==> config.mk <==
export PLATFORM = sky130hd
export DESIGN_NAME = ex_stage
export DESIGN_NICKNAME = d
export VERILOG_FILES = /design/src/ex_pkg.sv /design/src/hilo_if.sv /design/src/ex_alu.sv /design/src/ex_muldiv.sv /design/src/ex_stage.sv /design/src/hilo_regs.sv
export VERILOG_INCLUDE_DIRS = /design/src
export SDC_FILE = /design/constraint.sdc
export NUM_CORES = 2
export LEC_CHECK = 0
export ABC_AREA = 1
export BUFFER_PORTS_ARGS = -buffer_cell sky130_fd_sc_hd__buf_2
export CELL_PAD_IN_SITES_DETAIL_PLACEMENT = 1
export CELL_PAD_IN_SITES_GLOBAL_PLACEMENT = 1
export CORE_MARGIN = 5
export CORE_UTILIZATION = 39
export DETAILED_ROUTE_END_ITERATION = 10
export PLACE_DENSITY_LB_ADDON = 0.15
export SYNTH_ARGS = -nofsm -noshare
export SYNTH_HDL_FRONTEND = slang
export SYNTH_SLANG_ARGS = --single-unit
==> constraint.sdc <==
create_clock -name clk -period 16.2 [get_ports clk]
set_clock_uncertainty 0.1 [all_clocks]
set_input_delay 0 -clock clk [delete_from_list [all_inputs] [get_ports clk]]
set_output_delay 0 -clock clk [all_outputs]
set_load 0.02 [all_outputs]
==> src/ex_defs.svh <==
`ifndef EX_DEFS_SVH
`define EX_DEFS_SVH

// Data path width
`define EX_XLEN 32

// Shift amount width
`define EX_SA_W 5

// Iterations of the multiply/divide loop, one result bit each
`define EX_MD_ITER 32

`endif

==> src/ex_pkg.sv <==
`default_nettype none

package ex_pkg;

	// ALU operations
	typedef enum logic [3:0] {
		alu_add  = 4'd0,
		alu_addu = 4'd1,
		alu_sub  = 4'd2,
		alu_subu = 4'd3,
		alu_and  = 4'd4,
		alu_or   = 4'd5,
		alu_xor  = 4'd6,
		alu_nor  = 4'd7,
		alu_slt  = 4'd8,
		alu_sltu = 4'd9,
		alu_lui  = 4'd10
	} alu_func_e;

	// Shift operations, low bits of the MIPS funct field
	typedef enum logic [1:0] {
		sft_sll = 2'b00,
		sft_srl = 2'b10,
		sft_sra = 2'b11
	} sft_func_e;

	// Result select for the stage output
	typedef enum logic [2:0] {
		sel_alu   = 3'd0,
		sel_shift = 3'd1,
		sel_hi    = 3'd2,
		sel_lo    = 3'd3,
		sel_count = 3'd4,
		sel_rs    = 3'd5,
		sel_lsa   = 3'd6,
		sel_link  = 3'd7
	} out_sel_e;

	// Branch conditions
	typedef enum logic [2:0] {
		br_eq    = 3'd0,
		br_ne    = 3'd1,
		br_gez   = 3'd2,
		br_gtz   = 3'd3,
		br_lez   = 3'd4,
		br_ltz   = 3'd5,
		br_gezal = 3'd6,
		br_ltzal = 3'd7
	} branch_cond_e;

	typedef enum logic [1:0] {
		md_mult  = 2'd0,
		md_multu = 2'd1,
		md_div   = 2'd2,
		md_divu  = 2'd3
	} md_op_e;

	typedef enum logic [1:0] {
		st_idle = 2'd0,
		st_run  = 2'd1,
		st_done = 2'd2
	} md_state_e;

endpackage

`default_nettype wire

==> src/hilo_if.sv <==
`include "ex_defs.svh"
`default_nettype none

interface hilo_if;

	// Architectural HI/LO values
	logic [`EX_XLEN-1:0] hi;
	logic [`EX_XLEN-1:0] lo;

	// Multiply/divide result and its write strobe
	logic [`EX_XLEN-1:0] md_hi;
	logic [`EX_XLEN-1:0] md_lo;
	logic                md_wen;

	modport regs (output hi, output lo, input md_hi, input md_lo, input md_wen);

	modport md (input hi, input lo, output md_hi, output md_lo, output md_wen);

endinterface

`default_nettype wire

==> src/ex_alu.sv <==
`include "ex_defs.svh"
`default_nettype none

module ex_alu (
	input  logic [`EX_XLEN-1:0] srca,
	input  logic [`EX_XLEN-1:0] srcb,
	input  logic [`EX_SA_W-1:0] shamt,
	input  ex_pkg::alu_func_e   alu_func,
	input  ex_pkg::sft_func_e   sft_func,
	input  logic                count_ones,
	input  logic [1:0]          lsa_sa,
	output logic [`EX_XLEN-1:0] alu_out,
	output logic [`EX_XLEN-1:0] sft_out,
	output logic [`EX_XLEN-1:0] count_out,
	output logic [`EX_XLEN-1:0] lsa_out,
	output logic                ovf
);

	logic [`EX_XLEN-1:0] sum;
	logic [`EX_XLEN-1:0] diff;
	logic                add_ovf;
	logic                sub_ovf;
	logic                hit;

	assign sum  = srca + srcb;
	assign diff = srca - srcb;

	// Same-sign operands whose sum flips sign
	assign add_ovf = (srca[`EX_XLEN-1] == srcb[`EX_XLEN-1]) &&
		(sum[`EX_XLEN-1] != srca[`EX_XLEN-1]);
	assign sub_ovf = (srca[`EX_XLEN-1] != srcb[`EX_XLEN-1]) &&
		(diff[`EX_XLEN-1] != srca[`EX_XLEN-1]);

	always_comb begin
		ovf = 1'b0;
		case (alu_func)
			ex_pkg::alu_add: begin
				alu_out = sum;
				ovf = add_ovf;
			end
			ex_pkg::alu_addu: alu_out = sum;
			ex_pkg::alu_sub: begin
				alu_out = diff;
				ovf = sub_ovf;
			end
			ex_pkg::alu_subu: alu_out = diff;
			ex_pkg::alu_and:  alu_out = srca & srcb;
			ex_pkg::alu_or:   alu_out = srca | srcb;
			ex_pkg::alu_xor:  alu_out = srca ^ srcb;
			ex_pkg::alu_nor:  alu_out = ~(srca | srcb);
			ex_pkg::alu_slt:  alu_out = `EX_XLEN'($signed(srca) < $signed(srcb));
			ex_pkg::alu_sltu: alu_out = `EX_XLEN'(srca < srcb);
			// Immediate goes to the upper half
			ex_pkg::alu_lui:
				alu_out = {srcb[`EX_XLEN/2-1:0], {(`EX_XLEN/2){1'b0}}};
			default: alu_out = '0;
		endcase
	end

	// Barrel shifter, operand is srcb (rt)
	always_comb begin
		case (sft_func)
			ex_pkg::sft_sll: sft_out = srcb << shamt;
			ex_pkg::sft_srl: sft_out = srcb >> shamt;
			ex_pkg::sft_sra: sft_out = $signed(srcb) >>> shamt;
			default:         sft_out = '0;
		endcase
	end

	// Count leading ones or zeros of srca
	always_comb begin
		count_out = '0;
		hit = 1'b0;
		for (int i = `EX_XLEN - 1; i >= 0; i--) begin
			if (!hit && (srca[i] == count_ones))
				count_out = count_out + 1'b1;
			else
				hit = 1'b1;
		end
	end

	// Scale by 2, 4, 8 or 16 then add
	assign lsa_out = (srca << ({1'b0, lsa_sa} + 3'd1)) + srcb;

endmodule

`default_nettype wire

==> src/ex_muldiv.sv <==
`include "ex_defs.svh"
`default_nettype none

module ex_muldiv (
	input  logic                clk,
	input  logic                rst_n,
	input  logic                md_start,
	input  ex_pkg::md_op_e      md_op,
	input  logic [`EX_XLEN-1:0] srca,
	input  logic [`EX_XLEN-1:0] srcb,
	output logic                md_busy,
	output logic                md_done,
	hilo_if.md                  hilo
);

	localparam int CNT_W = $clog2(`EX_MD_ITER);

	ex_pkg::md_state_e     state;
	logic [CNT_W-1:0]      cnt;

	// Working register: product or {remainder, quotient}
	logic [2*`EX_XLEN-1:0] work;
	logic [`EX_XLEN-1:0]   opnd;
	logic                  is_div;
	logic                  neg_q;
	logic                  neg_r;

	logic                  op_signed;
	logic                  op_div;
	logic                  sign_a;
	logic                  sign_b;
	logic [`EX_XLEN-1:0]   a_mag;
	logic [`EX_XLEN-1:0]   b_mag;
	logic [`EX_XLEN:0]     acc_sum;
	logic [`EX_XLEN:0]     part;
	logic [`EX_XLEN:0]     trial;
	logic                  ge;
	logic [2*`EX_XLEN-1:0] mul_nxt;
	logic [2*`EX_XLEN-1:0] div_nxt;
	logic [2*`EX_XLEN-1:0] prod_neg;

	assign op_signed = (md_op == ex_pkg::md_mult) || (md_op == ex_pkg::md_div);
	assign op_div    = (md_op == ex_pkg::md_div) || (md_op == ex_pkg::md_divu);
	assign sign_a    = op_signed && srca[`EX_XLEN-1];
	assign sign_b    = op_signed && srcb[`EX_XLEN-1];
	assign a_mag     = sign_a ? -srca : srca;
	assign b_mag     = sign_b ? -srcb : srcb;

	// Shift-and-add step, multiplier sits in the low half
	assign acc_sum = {1'b0, work[2*`EX_XLEN-1:`EX_XLEN]} + {1'b0, opnd};
	assign mul_nxt = work[0] ? {acc_sum, work[`EX_XLEN-1:1]} : {1'b0, work[2*`EX_XLEN-1:1]};

	// Restoring divide step, partial remainder needs one extra bit
	assign part    = work[2*`EX_XLEN-1:`EX_XLEN-1];
	assign ge      = part >= {1'b0, opnd};
	assign trial   = part - {1'b0, opnd};
	assign div_nxt = {ge ? trial[`EX_XLEN-1:0] : part[`EX_XLEN-1:0],
		work[`EX_XLEN-2:0], ge};

	always_ff @(posedge clk) begin
		if (!rst_n) begin
			state <= ex_pkg::st_idle;
			cnt <= '0;
		end else begin
			case (state)
				ex_pkg::st_idle: begin
					if (md_start) begin
						state <= ex_pkg::st_run;
						cnt <= '0;
					end
				end
				ex_pkg::st_run: begin
					cnt <= cnt + 1'b1;
					if (cnt == CNT_W'(`EX_MD_ITER - 1))
						state <= ex_pkg::st_done;
				end
				ex_pkg::st_done: state <= ex_pkg::st_idle;
				default: state <= ex_pkg::st_idle;
			endcase
		end
	end

	// Operands captured at start, later input changes are ignored
	always_ff @(posedge clk) begin
		if (state == ex_pkg::st_idle && md_start) begin
			work <= {{`EX_XLEN{1'b0}}, op_div ? a_mag : b_mag};
			opnd <= op_div ? b_mag : a_mag;
			is_div <= op_div;
			neg_q <= sign_a ^ sign_b;
			neg_r <= sign_a;
		end else if (state == ex_pkg::st_run) begin
			work <= is_div ? div_nxt : mul_nxt;
		end
	end

	// Sign fix-up on the way out
	assign prod_neg = -work;

	always_comb begin
		if (is_div) begin
			hilo.md_hi = neg_r ? -work[2*`EX_XLEN-1:`EX_XLEN] : work[2*`EX_XLEN-1:`EX_XLEN];
			hilo.md_lo = neg_q ? -work[`EX_XLEN-1:0] : work[`EX_XLEN-1:0];
		end else begin
			hilo.md_hi = neg_q ? prod_neg[2*`EX_XLEN-1:`EX_XLEN] : work[2*`EX_XLEN-1:`EX_XLEN];
			hilo.md_lo = neg_q ? prod_neg[`EX_XLEN-1:0] : work[`EX_XLEN-1:0];
		end
	end

	assign md_busy     = (state == ex_pkg::st_run);
	assign md_done     = (state == ex_pkg::st_done);
	assign hilo.md_wen = (state == ex_pkg::st_done);

endmodule

`default_nettype wire

==> src/ex_stage.sv <==
`include "ex_defs.svh"
`default_nettype none

module ex_stage (
	input  logic                    clk,
	input  logic                    rst_n,
	input  logic [`EX_XLEN-1:0]     rs_data,
	input  logic [`EX_XLEN-1:0]     rt_data,
	input  logic [15:0]             imm,
	input  logic [`EX_SA_W-1:0]     sa,
	input  logic [`EX_XLEN-1:0]     pc,
	input  logic                    imm_sign,
	input  logic                    srcb_imm,
	input  logic                    sft_var,
	input  logic                    count_ones,
	input  logic                    ovf_en,
	input  logic                    is_branch,
	input  logic                    guess_taken,
	input  logic                    md_start,
	input  logic                    mthi,
	input  logic                    mtlo,
	input  ex_pkg::alu_func_e       alu_func,
	input  ex_pkg::sft_func_e       sft_func,
	input  ex_pkg::out_sel_e        out_sel,
	input  ex_pkg::branch_cond_e    branch_cond,
	input  ex_pkg::md_op_e          md_op,
	output logic [`EX_XLEN-1:0]     result,
	output logic                    int_ovf,
	output logic                    branch_taken,
	output logic                    redirect,
	output logic                    md_busy,
	output logic                    md_done,
	output logic [`EX_XLEN-1:0]     hi,
	output logic [`EX_XLEN-1:0]     lo
);

	logic [`EX_XLEN-1:0] imm_ext;
	logic [`EX_XLEN-1:0] alu_srcb;
	logic [`EX_SA_W-1:0] shamt;
	logic [`EX_XLEN-1:0] alu_out;
	logic [`EX_XLEN-1:0] sft_out;
	logic [`EX_XLEN-1:0] count_out;
	logic [`EX_XLEN-1:0] lsa_out;
	logic [`EX_XLEN-1:0] link;
	logic                alu_ovf;
	logic                rs_eq_rt;
	logic                rs_zero;
	logic                rs_pos;
	logic                cond_met;

	hilo_if hilo_i ();

	// Zero or sign extension of the immediate
	assign imm_ext  = imm_sign ? {{(`EX_XLEN-16){imm[15]}}, imm} : {{(`EX_XLEN-16){1'b0}}, imm};
	assign alu_srcb = srcb_imm ? imm_ext : rt_data;
	assign shamt    = sft_var ? rs_data[`EX_SA_W-1:0] : sa;
	assign int_ovf  = alu_ovf & ovf_en;
	assign link     = pc + `EX_XLEN'd8;

	ex_alu alu_i (
		.srca       (rs_data),
		.srcb       (alu_srcb),
		.shamt      (shamt),
		.alu_func   (alu_func),
		.sft_func   (sft_func),
		.count_ones (count_ones),
		.lsa_sa     (sa[1:0]),
		.alu_out    (alu_out),
		.sft_out    (sft_out),
		.count_out  (count_out),
		.lsa_out    (lsa_out),
		.ovf        (alu_ovf)
	);

	ex_muldiv muldiv_i (
		.clk      (clk),
		.rst_n    (rst_n),
		.md_start (md_start),
		.md_op    (md_op),
		.srca     (rs_data),
		.srcb     (rt_data),
		.md_busy  (md_busy),
		.md_done  (md_done),
		.hilo     (hilo_i.md)
	);

	hilo_regs hilo_regs_i (
		.clk     (clk),
		.rst_n   (rst_n),
		.mthi    (mthi),
		.mtlo    (mtlo),
		.mt_data (rs_data),
		.hilo    (hilo_i.regs)
	);

	assign hi = hilo_i.hi;
	assign lo = hilo_i.lo;

	// Branch compare on rs alone except for eq/ne
	assign rs_eq_rt = (rs_data == rt_data);
	assign rs_zero  = (rs_data == '0);
	assign rs_pos   = ~rs_data[`EX_XLEN-1] & ~rs_zero;

	always_comb begin
		case (branch_cond)
			ex_pkg::br_eq:    cond_met = rs_eq_rt;
			ex_pkg::br_ne:    cond_met = !rs_eq_rt;
			ex_pkg::br_gez:   cond_met = rs_pos | rs_zero;
			ex_pkg::br_gtz:   cond_met = rs_pos;
			ex_pkg::br_lez:   cond_met = !rs_pos;
			ex_pkg::br_ltz:   cond_met = !rs_pos && !rs_zero;
			ex_pkg::br_gezal: cond_met = rs_pos | rs_zero;
			ex_pkg::br_ltzal: cond_met = !rs_pos && !rs_zero;
			default:          cond_met = 1'b0;
		endcase
	end

	assign branch_taken = is_branch && cond_met;
	// Mispredict in either direction
	assign redirect = branch_taken != guess_taken;

	always_comb begin
		case (out_sel)
			ex_pkg::sel_alu:   result = alu_out;
			ex_pkg::sel_shift: result = sft_out;
			ex_pkg::sel_hi:    result = hilo_i.hi;
			ex_pkg::sel_lo:    result = hilo_i.lo;
			ex_pkg::sel_count: result = count_out;
			ex_pkg::sel_rs:    result = rs_data;
			ex_pkg::sel_lsa:   result = lsa_out;
			ex_pkg::sel_link:  result = link;
			default:           result = alu_out;
		endcase
	end

endmodule

`default_nettype wire

==> src/hilo_regs.sv <==
`include "ex_defs.svh"
`default_nettype none

module hilo_regs (
	input  logic                clk,
	input  logic                rst_n,
	input  logic                mthi,
	input  logic                mtlo,
	input  logic [`EX_XLEN-1:0] mt_data,
	hilo_if.regs                hilo
);

	always_ff @(posedge clk) begin
		if (!rst_n) begin
			hilo.hi <= '0;
			hilo.lo <= '0;
		end else if (hilo.md_wen) begin
			// Multiply/divide result beats a move-to in the same cycle
			hilo.hi <= hilo.md_hi;
			hilo.lo <= hilo.md_lo;
		end else begin
			if (mthi)
				hilo.hi <= mt_data;
			if (mtlo)
				hilo.lo <= mt_data;
		end
	end

endmodule

`default_nettype wire

## Word level (Yosys, flattened, before mapping)

Index checks and enable logic that the tools add are counted.

- ROM bits: 0
- Word-level logic and storage cells: 327
- Memories kept: 0
- Register bits after elaboration: 170
- Output and inout bits: 101
- Bits in writable memories: 0
- Latch bits: 0

- Div/mod/pow operators: 0
- Eq/ne operators: 71
- Shift operators: 4
- Bitwise operators: 10
- Reduce and logical (&&, ||, !) cells: 90
- $mul: 0
- $lt $le $gt $ge: 3
- Muxes and demuxes: 95
- $add $sub $neg: 44

Operators by type and width:

| kind | count |
|---|---|
| 32-bit two-way mux | 50 |
| 32-bit by 1-bit adder with 32-bit output, second input constant | 30 |
| 32-bit case mux with 9 select lines | 1 |
| 32-bit case mux with 8 select lines | 1 |
| 64-bit two-way mux | 2 |
| 32-bit negation | 4 |
| 32-bit case mux with 3 select lines | 1 |
| 32-bit adder | 2 |
| 32-bit < comparator | 2 |
| 64-bit negation | 1 |
| 32-bit subtractor | 2 |
| 1-bit logical AND | 38 |
| 32-bit by 32-bit adder with 33-bit output | 1 |
| 1-bit == test | 33 |
| 33-bit by 32-bit >= comparator with 1-bit output | 1 |
| 1-bit zero test | 33 |
| 32-bit by 4-bit adder with 32-bit output, second input constant | 1 |
| 32-bit bitwise AND | 1 |
| 32-bit == test | 1 |
| 32-bit zero test | 1 |
| 1-bit two-way mux | 32 |
| 32-bit inverter | 1 |
| 32-bit bitwise OR | 1 |
| 32-bit by 3-bit << shifter with 32-bit output | 1 |
| 37 further kinds | 76 |

## Logic depth before layout (Yosys ltp)

- Depth in word-level cells: 94
- Gate-level depth with buffers: 113

## Modules after synthesis

From an unflattened synthesis, not the netlist that was laid out.

- Cells, all modules: 6673
- Area, all modules: 36251.0 sq um

By module, submodules not included:

| module | instances | cells an instance | area each (sq um) | sequential area each (sq um) |
|---|---|---|---|---|
| ex_muldiv | 1 | 2786 | 15409.8 | 2792.7 |
| ex_alu | 1 | 2687 | 14251.2 | 0.0 |
| ex_stage | 1 | 715 | 3550.9 | 0.0 |
| hilo_regs | 1 | 485 | 3039.2 | 1281.2 |

## Least setup slack after synthesis

OpenSTA, ideal clock, no wires.

- Kind: input-to-output
- Start point: input port count_ones
- End point: output port result[8]
- Slack: -204 ps
- Arrival time: 16304 ps
- Stages: 107
- Buffers on the path: 2
- Cells stage by stage: buf_4 > buf_6 > nor2_1 > nor2_1 > nor2_1 > ha_1 > inv_1 > nand3_1 > nand2_1 > inv_1 > ha_1 > nand2_1 > nand2_1 > ha_1 > or2_1 > nand2_1 > inv_1 > ha_1 > (+71 left out) > ha_1 > nand2_1 > nand2_1 > ha_1 > o21ai_0 > inv_1 > ha_1 > nand2_1 > o21ai_0 > ha_1 > inv_1 > nor4_1 > nand3_1 > nor2_1 > nand2_1 > a21oi_1 > a21oi_1 > o21ai_1

- Word-level cells in the longest chain between the ends: 94
- Elaborated cells between the ends (all ways): 188
- Those cells by class: 31 x add/sub; 32 x eq/ne; 64 x mux; 61 x reduce/logical

RTL lines:

| element | RTL line | text |
|---|---|---|
| start: declaration | ex_stage.sv:15 | `input logic count_ones,` |
| parallel branches: the longest is 92 deep, another holds 32-bit by 1-bit adder with 32-bit output | n/a |  |
| 32-bit two-way mux (*) | ex_alu.sv:75 | `if (!hit && (srca[i] == count_ones))` |
| 32-bit case mux with 8 select lines (*) | ex_stage.sv:123 | `case (out_sel)` |
| end: declaration | ex_stage.sv:27 | `` output logic [`EX_XLEN-1:0] result, `` |

Every way passes the cells marked *.

## Worst setup path in the final report

- Start point: input port rs_data[30]
- End point: output port result[6]

- Word-level cells in the longest chain between the ends: 94
- Elaborated cells between the ends (all ways): 156
- Those cells by class: 31 x add/sub; 1 x eq/ne; 1 x shift; 62 x mux; 61 x reduce/logical

RTL lines:

| element | RTL line | text |
|---|---|---|
| start: declaration | ex_stage.sv:7 | `` input logic [`EX_XLEN-1:0] rs_data, `` |
| parallel branches: the longest is 93 deep, another holds 32-bit by 1-bit adder with 32-bit output | n/a |  |
| 32-bit case mux with 8 select lines (*) | ex_stage.sv:123 |  |

Marked as above.

==> metrics <==
EDFF count, synth=67; Slew Limit Fails=0; area delta synth->final=14.4%; Synth Flop Type=dfxtp_1; Syn Inst Count=5456; initial antenna violation count=20; Initial Util=roughly two fifths; RePlAce Congestion=1.07; worst slew pin tran=around 1300 ps; Top Metal Used=met5; Nets=around 6100; CTS tree=built; # rows=104; fraction of the cycle the final worst path needs=between 90 and 100%; Fin. Hold Viols=0; metal2 WL=roughly 76000 um; die extent in y=just under 300 um; leakage power=17.0 nW; Max-Cap Viols=0; syn_nets=5832; GR Overflow Total=0; Inserted Clock Buffers=17; crit path kind=in -> out; total track usage=40.3%; top post-synthesis cells by area=nand2_1 15%, o21ai_0 9.3%, ha_1 9.1%; most common library cells after synthesis=1225 x nand2_1, 702 x inv_1, 585 x o21ai_0; hold crit path type=in -> reg; placed cell area=34400 um2; Chip Width=just under 300 um; PD cells=70.3 nW/um2; total routed wirelength=185000 um; final worst slack=about 700 ps; VDD IR max=0.0725 mV; CP dominant cell by count=ha_4; Synth Register Bits=170; CTS root buf=clkbuf_16; clock sink count=170; top cell type by total area after synthesis=nand2_1; maximum number of pins on one net before global-route repair=around 80; slowest stage delay, CP=340 ps; core area=80300 um2; Ports=244; global-route wire length before repair=263000 um; Worst Path Max Fanout=5; relative slew slack=10.5%; Syn Area/Cell=5.77 um2; IO Port Bufs=243; share of flip-flops with an asynchronous set or reset=0%; final setup vio count=0; Synth top area share=14.6%; yosys warns=0; DRC marker count from the first detailed-route iteration=4806; CP Data Required Time=16100 ps; die area=just under 90000 um2; share of layout cells above drive strength 1=13.3%; CTS max path bufs=2; area of the mapped netlist=31500 um2; post-route design area=about 36000 um2; H-tree depth=4; Vias/cell=6.18; startpoint types=primary input; crit path max-delay cell type=nor4_4; status=finished clean; Fmax=approximately 0.064 GHz; WL per Instance=27.2 um; WL met3=18700 um; vias in the first global route=39700; Clock transition at path regs=70 ps; WL met1=78000 um; detailed placement HPWL=147000 um; nature of the critical path endpoint=output pin; sequential share of the synthesized area=12.9%; drt pass-1 iters=6; library cells used by synthesis=70; Routed Antenna Nets=0; number of vias in the routed layout=41900; DRC=0; dpl ws=-1310 ps; WP data arrival=~15000 ps; Skew-Pair Late Insertion Delay=470 ps; minimum clock period=15510 ps; most common cell in the netlist=nand2_1
final cells by class:
class	instances	area, um2
diodes	15	37.5
well taps	1060	1330
clock inverters	11	97.6
multi-input cells	4297	24200
fillers	11300	44300
flip-flops and latches	170	4070
clock buffers	20	479
repair buffers	461	2940
inverters	745	2800
layout by cell type (no fill, tap or decap), types with 43 or more instances in the layout:
master,instances
inv_1,693
o2111ai_1,44
buf_2,236
nand3_2,43
xor2_1,123
nand3_1,366
a31oi_1,84
dfxtp_1,103
nand2_1,1198
edfxtp_1,67
buf_4,204
nand2_2,63
nand4_1,61
a221oi_1,43
nor2_1,495
ha_1,209
nor3_1,89
a21oi_1,377
o211ai_1,63
o21ai_0,572
o22ai_1,55
worst paths after layout:
| path | startpoint | endpoint | slack, ps | cells after the start |
|---|---|---|---|---|
| setup reg to reg | muldiv_i.work[32]$_SDFFE_PP0P_ | muldiv_i.work[39]$_SDFFE_PP0P_ | 9840 | 39 |
| setup / recovery | rs_data[30] | result[6] | 690 | 112 |
| hold reg to reg | hilo_regs_i.hilo.hi[4]$_SDFFE_PN0P_ | hilo_regs_i.hilo.hi[4]$_SDFFE_PN0P_ | 400 | 2 |
| hold / removal | rt_data[28] | muldiv_i.opnd[28]$_DFFE_PP_ | 30 | 4 |
state kept, by name, indices dropped and copies added, names as in the netlist:
signal               cells
hilo_regs_i.hilo.hi     32
muldiv_i.state           2
muldiv_i.neg_r           1
muldiv_i.opnd           32
muldiv_i.cnt             5
muldiv_i.neg_q           1
hilo_regs_i.hilo.lo     32
muldiv_i.is_div          1
muldiv_i.work           64
logic make-up (layout without fill, tap and decap cells):
group	Yosys count	after routing	share of synthesized area, %
AO/OA/AOI/OAI	1408	1408	25.9
multiplexers	41	41	1.30
flip-flops	170	170	12.9
other	0	15	0
XOR/XNOR	167	167	4.67
adder cells (fa/ha/maj)	233	233	9.39
buffers and inverters	989	1237	11.9
AND/OR/NAND/NOR	2448	2448	33.9
stage by stage:
step	hold WS, ps	cells	total power, W	TNS [ps]	utilization, %
after floorplan	-2.37	5456	0.00145	0	-
after CTS	3.25	6753	0.00244	0	44.2
final	29.5	6779	0.00253	0	44.8
after global placement	175	6676	0.00198	-3620	42.8
after detailed placement	181	6676	0.00200	-9560	42.8
after global routing	28.9	6770	0.00265	-307	44.8
power by group:
group | internal (W) | switching (W) | leakage, nW
Sequential | 0.000497 | 0.0000860 | 1.51
Clock | 0.000219 | 0.000209 | 0.283
Combinational | 0.000466 | 0.00105 | 15.2
Total | 0.00118 | 0.00135 | 17.0
critical path: cells and delay by family:
kind / cells / cell delay (ps)
XOR/XNOR: 1 / 190
AO/OA/AOI/OAI: 9 / 960
AND/OR/NAND/NOR: 51 / 5520
buffers and inverters: 24 / 2190
adder cells (fa/ha/maj): 27 / 6570
layer usage:
metal	global-route usage [%]	vias to the layer above
met5	0	-
met4	20.2	12
met2	60.2	2208
li1	-	18900
met1	55.6	20300
met3	7.28	476
timing repair:
action                                  4_1_cts  5_1_grt
gates resized for setup                      43       72
endpoints found under the setup margin       11       11
hold buffers                                 16        0
setup buffers                                30       11
pin swaps                                    44       49
hold endpoints to repair                     36        0
(Power assumes the default switching activity.)
